**src/include/subst_config.svh**
```systemverilog
`ifndef SUBST_CONFIG_SVH
`define SUBST_CONFIG_SVH

// datapath geometry.
`define SUBST_LANES 4
`define SUBST_ELEM_W 6
`define SUBST_WORD_W 24

// register map.
`define SUBST_ADDR_KEY 0
`define SUBST_ADDR_MODE 1

// address width of the register port.
`define SUBST_ADDR_W 2

`endif

```
**src/source/ctrl_pkg.sv**
```systemverilog
`include "subst_config.svh"

package ctrl_pkg;

  typedef logic [`SUBST_ADDR_W-1:0] reg_addr_t;

  // register addresses.
  localparam reg_addr_t addr_key  = `SUBST_ADDR_KEY;
  localparam reg_addr_t addr_mode = `SUBST_ADDR_MODE;

  // engine operating mode.
  typedef enum logic {
    mode_sbox   = 1'b0,
    mode_bypass = 1'b1
  } mode_t;

endpackage

```
**src/source/field_pkg.sv**
```systemverilog
`include "subst_config.svh"

package field_pkg;

  // one gf(4) digit, polynomial form over gf(2).
  typedef logic [1:0] gf4_t;

  // three gf(4) digits, d0 in the low bits.
  typedef struct packed {
    gf4_t d2;
    gf4_t d1;
    gf4_t d0;
  } gf64_tower_t;

  // a gf(2^6) element in either basis.
  typedef union packed {
    logic [`SUBST_ELEM_W-1:0] bits;
    gf64_tower_t              tower;
  } gf64_t;

endpackage

```
**src/source/gf64_basis_change.sv**
```systemverilog
`timescale 1ns/1ns

module gf64_basis_change (
  input  field_pkg::gf64_t to_tower,
  output field_pkg::gf64_t tower,
  input  field_pkg::gf64_t from_tower,
  output field_pkg::gf64_t poly
);

  logic [5:0] p;
  logic [5:0] f;

  assign p = to_tower.bits;
  assign f = from_tower.bits;

  // polynomial basis into the tower digits.
  always_comb begin
    tower.tower.d0 = {p[4], p[0] ^ p[4] ^ p[5]};
    tower.tower.d1 = {p[1] ^ p[2] ^ p[3] ^ p[5], p[0] ^ p[3]};
    tower.tower.d2 = {p[1] ^ p[2] ^ p[4] ^ p[5], p[0] ^ p[1]};
  end

  // inverse map back to the polynomial basis.
  assign poly.bits = {
    f[0] ^ f[2] ^ f[3] ^ f[5],
    f[1],
    f[1] ^ f[3] ^ f[5],
    f[0] ^ f[4] ^ f[5],
    f[1] ^ f[2] ^ f[3] ^ f[4] ^ f[5],
    f[1] ^ f[2] ^ f[3] ^ f[5]
  };

endmodule

```
**src/source/gf64_power41.sv**
```systemverilog
`timescale 1ns/1ns

module gf64_power41 (
  input  field_pkg::gf64_t a,
  output field_pkg::gf64_t b
);

  // frobenius in gf(4).
  function automatic field_pkg::gf4_t gf4_sq(input field_pkg::gf4_t v);
    gf4_sq = {v[1], v[0] ^ v[1]};
  endfunction

  function automatic field_pkg::gf4_t gf4_mul(input field_pkg::gf4_t u,
                                              input field_pkg::gf4_t v);
    logic t;
    t = u[1] & v[1];
    gf4_mul = {(u[0] & v[1]) ^ (u[1] & v[0]) ^ t, (u[0] & v[0]) ^ t};
  endfunction

  // u^3 is one for any nonzero digit, so this scales v by u^3.
  function automatic field_pkg::gf4_t gf4_cube_scale(input field_pkg::gf4_t u,
                                                     input field_pkg::gf4_t v);
    gf4_cube_scale = (u[0] | u[1]) ? v : 2'b00;
  endfunction

  field_pkg::gf4_t y0, y1, y2;
  field_pkg::gf4_t sq0, sq1, sq2;
  field_pkg::gf4_t cs_1_0, cs_2_0, cs_0_1, cs_2_1, cs_0_2, cs_1_2;
  field_pkg::gf4_t p01, p02, p12;
  field_pkg::gf4_t t0, t1, t2;
  field_pkg::gf4_t out0, out1, out2;

  assign y0 = a.tower.d0;
  assign y1 = a.tower.d1;
  assign y2 = a.tower.d2;

  assign sq0 = gf4_sq(y0);
  assign sq1 = gf4_sq(y1);
  assign sq2 = gf4_sq(y2);

  // cube-scaled squares.
  assign cs_1_0 = gf4_cube_scale(y1, sq0);
  assign cs_2_0 = gf4_cube_scale(y2, sq0);
  assign cs_0_1 = gf4_cube_scale(y0, sq1);
  assign cs_2_1 = gf4_cube_scale(y2, sq1);
  assign cs_0_2 = gf4_cube_scale(y0, sq2);
  assign cs_1_2 = gf4_cube_scale(y1, sq2);

  // pairwise products.
  assign p01 = gf4_mul(y0, y1);
  assign p02 = gf4_mul(y0, y2);
  assign p12 = gf4_mul(y1, y2);

  // triple terms, each digit times the other two squared.
  assign t0 = gf4_mul(y0, gf4_mul(sq1, sq2));
  assign t1 = gf4_mul(y1, gf4_mul(sq0, sq2));
  assign t2 = gf4_mul(y2, gf4_mul(sq0, sq1));

  assign out0 = sq0 ^ sq1 ^ cs_1_0 ^ cs_2_0 ^ cs_1_2 ^ p01 ^ p02 ^ t0 ^ t2;
  assign out1 = sq1 ^ sq2 ^ cs_2_0 ^ cs_0_1 ^ cs_2_1 ^ p01 ^ p12 ^ t0 ^ t1;
  assign out2 = sq0 ^ sq2 ^ cs_0_1 ^ cs_0_2 ^ cs_1_2 ^ p02 ^ p12 ^ t1 ^ t2;

  assign b.tower = '{d2: out2, d1: out1, d0: out0};

endmodule

```
**src/source/sbox6_core.sv**
```systemverilog
`timescale 1ns/1ns
`include "subst_config.svh"

module sbox6_core (
  input  logic [`SUBST_ELEM_W-1:0] x,
  output logic [`SUBST_ELEM_W-1:0] y
);

  field_pkg::gf64_t x_poly;
  field_pkg::gf64_t x_tower;
  field_pkg::gf64_t y_tower;
  field_pkg::gf64_t y_poly;
  logic             affine;

  assign x_poly.bits = x;

  gf64_basis_change u_basis (
    .to_tower  (x_poly),
    .tower     (x_tower),
    .from_tower(y_tower),
    .poly      (y_poly)
  );

  gf64_power41 u_power (
    .a(x_tower),
    .b(y_tower)
  );

  // affine correction from input bits 2 and 4.
  assign affine = x[2] ^ x[4];
  assign y = y_poly.bits ^ {`SUBST_ELEM_W{affine}};

endmodule

```
**src/source/subst_engine.sv**
```systemverilog
`timescale 1ns/1ns
`include "subst_config.svh"

module subst_engine (
  input  logic                     clk,
  input  logic                     rst,
  input  logic [`SUBST_WORD_W-1:0] in_data,
  input  logic                     req,
  output logic [`SUBST_WORD_W-1:0] out_data,
  output logic                     ack,
  input  logic                     reg_wr,
  input  ctrl_pkg::reg_addr_t      reg_addr,
  input  logic [`SUBST_WORD_W-1:0] reg_wdata,
  output logic [`SUBST_WORD_W-1:0] reg_rdata
);

  logic [`SUBST_WORD_W-1:0] key;
  ctrl_pkg::mode_t          mode;

  subst_regs u_regs (
    .clk      (clk),
    .rst      (rst),
    .reg_wr   (reg_wr),
    .reg_addr (reg_addr),
    .reg_wdata(reg_wdata),
    .reg_rdata(reg_rdata),
    .key      (key),
    .mode     (mode)
  );

  subst_layer u_layer (
    .clk     (clk),
    .rst     (rst),
    .req     (req),
    .in_data (in_data),
    .key     (key),
    .mode    (mode),
    .ack     (ack),
    .out_data(out_data)
  );

endmodule

```
**src/source/subst_layer.sv**
```systemverilog
`timescale 1ns/1ns
`include "subst_config.svh"

module subst_layer (
  input  logic                     clk,
  input  logic                     rst,
  input  logic                     req,
  input  logic [`SUBST_WORD_W-1:0] in_data,
  input  logic [`SUBST_WORD_W-1:0] key,
  input  ctrl_pkg::mode_t          mode,
  output logic                     ack,
  output logic [`SUBST_WORD_W-1:0] out_data
);

  localparam logic [1:0] st_idle    = 2'd0;
  localparam logic [1:0] st_capture = 2'd1;
  localparam logic [1:0] st_respond = 2'd2;
  localparam logic [1:0] st_release = 2'd3;

  logic [1:0]               state;
  logic                     accept;
  logic [`SUBST_WORD_W-1:0] mixed_q;
  ctrl_pkg::mode_t          mode_q;
  logic [`SUBST_WORD_W-1:0] sbox_word;

  // release also accepts, so a back-to-back req is not delayed.
  assign accept = req && (state == st_idle || state == st_release);

  always_ff @(posedge clk) begin
    if (rst) begin
      state    <= st_idle;
      ack      <= 1'b0;
      out_data <= '0;
    end else begin
      case (state)
        st_idle, st_release: begin
          state <= accept ? st_capture : st_idle;
        end
        st_capture: begin
          state    <= st_respond;
          ack      <= 1'b1;
          out_data <= (mode_q == ctrl_pkg::mode_bypass) ? mixed_q : sbox_word;
        end
        st_respond: begin
          // hold ack and data until the host drops req.
          if (!req) begin
            ack   <= 1'b0;
            state <= st_release;
          end
        end
      endcase
    end
  end

  // key and mode sampled at acceptance.
  always_ff @(posedge clk) begin
    if (accept) begin
      mixed_q <= in_data ^ key;
      mode_q  <= mode;
    end
  end

  for (genvar i = 0; i < `SUBST_LANES; i++) begin : g_lane
    sbox6_core u_sbox (
      .x(mixed_q[i*`SUBST_ELEM_W +: `SUBST_ELEM_W]),
      .y(sbox_word[i*`SUBST_ELEM_W +: `SUBST_ELEM_W])
    );
  end

endmodule

```
**src/source/subst_regs.sv**
```systemverilog
`timescale 1ns/1ns
`include "subst_config.svh"

module subst_regs (
  input  logic                     clk,
  input  logic                     rst,
  input  logic                     reg_wr,
  input  ctrl_pkg::reg_addr_t      reg_addr,
  input  logic [`SUBST_WORD_W-1:0] reg_wdata,
  output logic [`SUBST_WORD_W-1:0] reg_rdata,
  output logic [`SUBST_WORD_W-1:0] key,
  output ctrl_pkg::mode_t          mode
);

  always_ff @(posedge clk) begin
    if (rst) begin
      key  <= '0;
      mode <= ctrl_pkg::mode_sbox;
    end else if (reg_wr) begin
      case (reg_addr)
        ctrl_pkg::addr_key:  key <= reg_wdata;
        // only bit 0 is kept.
        ctrl_pkg::addr_mode: mode <= ctrl_pkg::mode_t'(reg_wdata[0]);
        default: ;
      endcase
    end
  end

  // unmapped addresses read as zero.
  always_comb begin
    reg_rdata = '0;
    case (reg_addr)
      ctrl_pkg::addr_key:  reg_rdata = key;
      ctrl_pkg::addr_mode: reg_rdata[0] = mode;
      default: ;
    endcase
  end

endmodule

```
**config.mk**
```make
export PLATFORM = sky130hd
export DESIGN_NAME = subst_engine
export DESIGN_NICKNAME = d
export VERILOG_FILES = /design/src/source/ctrl_pkg.sv /design/src/source/field_pkg.sv /design/src/source/gf64_basis_change.sv /design/src/source/gf64_power41.sv /design/src/source/sbox6_core.sv /design/src/source/subst_engine.sv /design/src/source/subst_layer.sv /design/src/source/subst_regs.sv
export VERILOG_INCLUDE_DIRS = /design/src /design/src/include
export SDC_FILE = /design/constraint.sdc
export NUM_CORES = 1
export LEC_CHECK = 0
export ABC_AREA = 1
export BUFFER_PORTS_ARGS = -buffer_cell sky130_fd_sc_hd__clkbuf_2
export CORE_AREA = 4 4 148 150
export DETAILED_ROUTE_END_ITERATION = 7
export DIE_AREA = 0 0 152 154
export HOLD_SLACK_MARGIN = 0.05
export PLACE_DENSITY = 0.69
export SETUP_SLACK_MARGIN = 0.4
export SLEW_MARGIN = 20
export SYNTH_ARGS = -nofsm -noshare
export SYNTH_HDL_FRONTEND = slang
export SYNTH_HIERARCHICAL = 1
export SYNTH_SLANG_ARGS = --single-unit
```
**constraint.sdc**
```tcl
create_clock -name clk -period 5.5 [get_ports clk]
set_clock_uncertainty 0.05 [all_clocks]
set_input_delay 1.1 -clock clk [delete_from_list [all_inputs] [get_ports clk]]
set_output_delay 1.1 -clock clk [all_outputs]
set_load 0.01 [all_outputs]
```
==> metrics <==
status finished, final reports clean; worst hold path type flop to flop; Post-Synth XOR/XNOR Area 15.7%; TNS Setup 0 ps; EDFF count, synth 25; fill cell count 2136; CTS Hold Buffers Added 0; top-area cell type share of the netlist area 24.3%; R2R setup slack 1070 ps; CP max FO 15; DP Worst Slack 1050 ps; Hold Violations, Final 0; WP data arrival 4620 ps; synthesized net count 1841; Clock Latency Late Sink 340 ps; Final Worst Setup Slack 1070 ps; Slew Viols, Final 0; global-route track usage on met1 27.3%; cell taking the most area after synthesis nand2_1; RSZ-0062 raised after global routing false; Syn Inst Count 1752; post_cts resized 0; Tightest Pin Transition 1040 ps; Async SR Flop Fraction 0%; TritonRoute pass-1 iters 5; Sink Count 77; relative slew slack 30.4%; initial DRC count 451; die extent in x 152 um; Clock Tree Buf Depth 2; #FFs+latches synth 77; # nets final 1915; achievable frequency 226 MHz; # diodes 0; Final Cycle Share 80.5%; met2 usage 36.3%; core area 0.0207 mm^2; total number of vias 10200; CTS tree built; grt peak-use layer met2; Final GP Congestion 0.899; Worst path max stage delay 680 ps; largest net degree at the start of global routing 51; Critical Path Slowest Stage Cell xnor2_1; final wirelength 24800 um; Setup Fix Bufs, Post-CTS 0; Synth Area in Compound Gates 3.44%; Area contributors post-synth nand2_1 (24%), nand3_1 (10%), dfxtp_1 (10%), inv_1 (9.0%), xor2_1 (8.6%); met3 Use GR 3.49%; final non-filler cell total 2106; most common flop cell mapped by yosys dfxtp_1; Buf/Inv on CP 8; Synth Area per Inst 5.81 um^2; initial antenna violation count 0; Synth Area in Adders 4.30%; Core Rows 53; CTS clock-pin slew for the worst setup and hold paths 60 ps; Worst EP required 5690 ps; main combinational cell family by area after synthesis simple AND/OR/NAND/NOR gates; Port Buffers 102; post-synthesis mux area share 0%; Die ar. 0.0234 mm^2; # setup viols final 0; initial core utilization 49.2%; area growth from synthesis to layout 8.90%; register area share after synthesis 17.6%; post-DP HPWL 19600 um; first-pass GRT wire length 42300 um; DRC 0; Synth Area in Simple Gates 44.8%; I/O pin cnt 103; Critical Path Start Type flop; CP Capture Type flop; Yosys warnings 6; synth unique cells 30; layout cells sized above 1 12.6%; root buffer cell clkbuf_16; DRT antenna net count 0; vias in the first global route 9355; MaxCap Viol Count 0; most frequent cells after synthesis nand2_1 (658), inv_1 (243), nand3_1 (211), nor2_1 (129), xor2_1 (100); H-tree depth 3; CP Class flop to flop; min Tclk post-route 4430 ps; count leader, synth nand2_1; synthesized cell area 0.0102 mm^2; Cell Count Post-Placement 2090; cell mode on critical path nand2_1; Num CTS Buffers 9; CP top delay family simple AND/OR/NAND/NOR gates; GRT Overall Usage 20.9%; via/cell ratio 4.85; grt ovf 0; DR WL/cell 11.8 um; Die Y 154 um
==> layout by cell type (no fill, tap or decap) <==
master / Yosys / layout
nand2_1: 658 / 658
inv_1: 243 / 242
nand3_1: 211 / 211
nor2_1: 129 / 129
clkbuf_2: 0 / 102
xor2_1: 100 / 100
xnor2_1: 60 / 59
dfxtp_1: 52 / 52
a21oi_1: 42 / 42
inv_2: 34 / 34
ha_1: 35 / 34
edfxtp_1: 25 / 25
nand2_2: 24 / 24
xor2_2: 12 / 12
nand3b_1: 12 / 12
nand3_2: 12 / 12
buf_4: 13 / 12
clkbuf_16: 0 / 11
clkinv_1: 8 / 9
nand4_1: 8 / 8
o21ai_2: 8 / 8
o21ai_1: 8 / 8
o21ai_0: 6 / 6
nor2_2: 4 / 4
nand3b_4: 4 / 4
nand2b_1: 4 / 4
inv_4: 1 / 2
clkbuf_1: 3 / 1
inv_8: 0 / 1
inv_6: 0 / 1
clkinv_4: 0 / 1
ha_2: 0 / 1
xnor2_2: 0 / 1
nor2_4: 1 / 1
==> layer usage <==
metal / wire, um / vias up / part of all wire, %
met5: 0 / - / 0
met4: 392 / 0 / 1.6
met3: 1280 / 25 / 5.2
met2: 11700 / 224 / 47
met1: 11500 / 4494 / 46
li1: - / 5479 / -
==> flip-flops by register name (all words and copies together) (netlist names) <==
name              count
u_layer/out_data     24
u_regs/mode           1
u_regs/key           24
u_layer/ack           1
u_layer/mode_q        1
u_layer/mixed_q      24
u_layer/state         2
==> through the flow <==
stage / hold slack (ps) / util, % / instance area (um^2)
3_5_place_dp: 414 / 52.0 / 10800
6_report: 418 / 53.6 / 11100
2_1_floorplan: 381 / - / 10200
4_1_cts: 430 / 53.5 / 11100
5_1_grt: 435 / 53.6 / 11100
3_3_place_gp: 399 / 52.0 / 10800
==> cell families (layout without fill, tap and decap cells) <==
| logic type | Yosys count | in the layout |
|---|---|---|
| and+or+nand+nor | 1067 | 1067 |
| buffers and inverters | 337 | 416 |
| xor gates and xnor gates | 172 | 172 |
| DFF | 77 | 77 |
| AOI/OAI and AO/OA | 64 | 64 |
| adders and majority gates | 35 | 35 |
==> layout make-up <==
class | instances | area [um^2] | share of cell area [%]
Inverter | 286 | 1080 | 9.71
Clock inverter | 4 | 35.0 | 0.316
Timing Repair Buffer | 114 | 601 | 5.42
Sequential cell | 77 | 1790 | 16.2
Tap cell | 275 | 344 | 3.10
Multi-Input combinational cell | 1338 | 6960 | 62.8
Clock buffer | 12 | 279 | 2.52
==> final timing paths <==
kind	startpoint	endpoint	cells past startpoint
setup / recovery	u_layer/mixed_q[22]	u_layer/out_data[19]	31
hold / removal	u_regs/mode	u_layer/mode_q	0
setup reg to reg	u_layer/mixed_q[22]	u_layer/out_data[19]	31
hold reg to reg	u_regs/mode	u_layer/mode_q	0
Power is not shown: default switching activity piles up to over one toggle a cycle in this logic, so the estimate is an artifact.
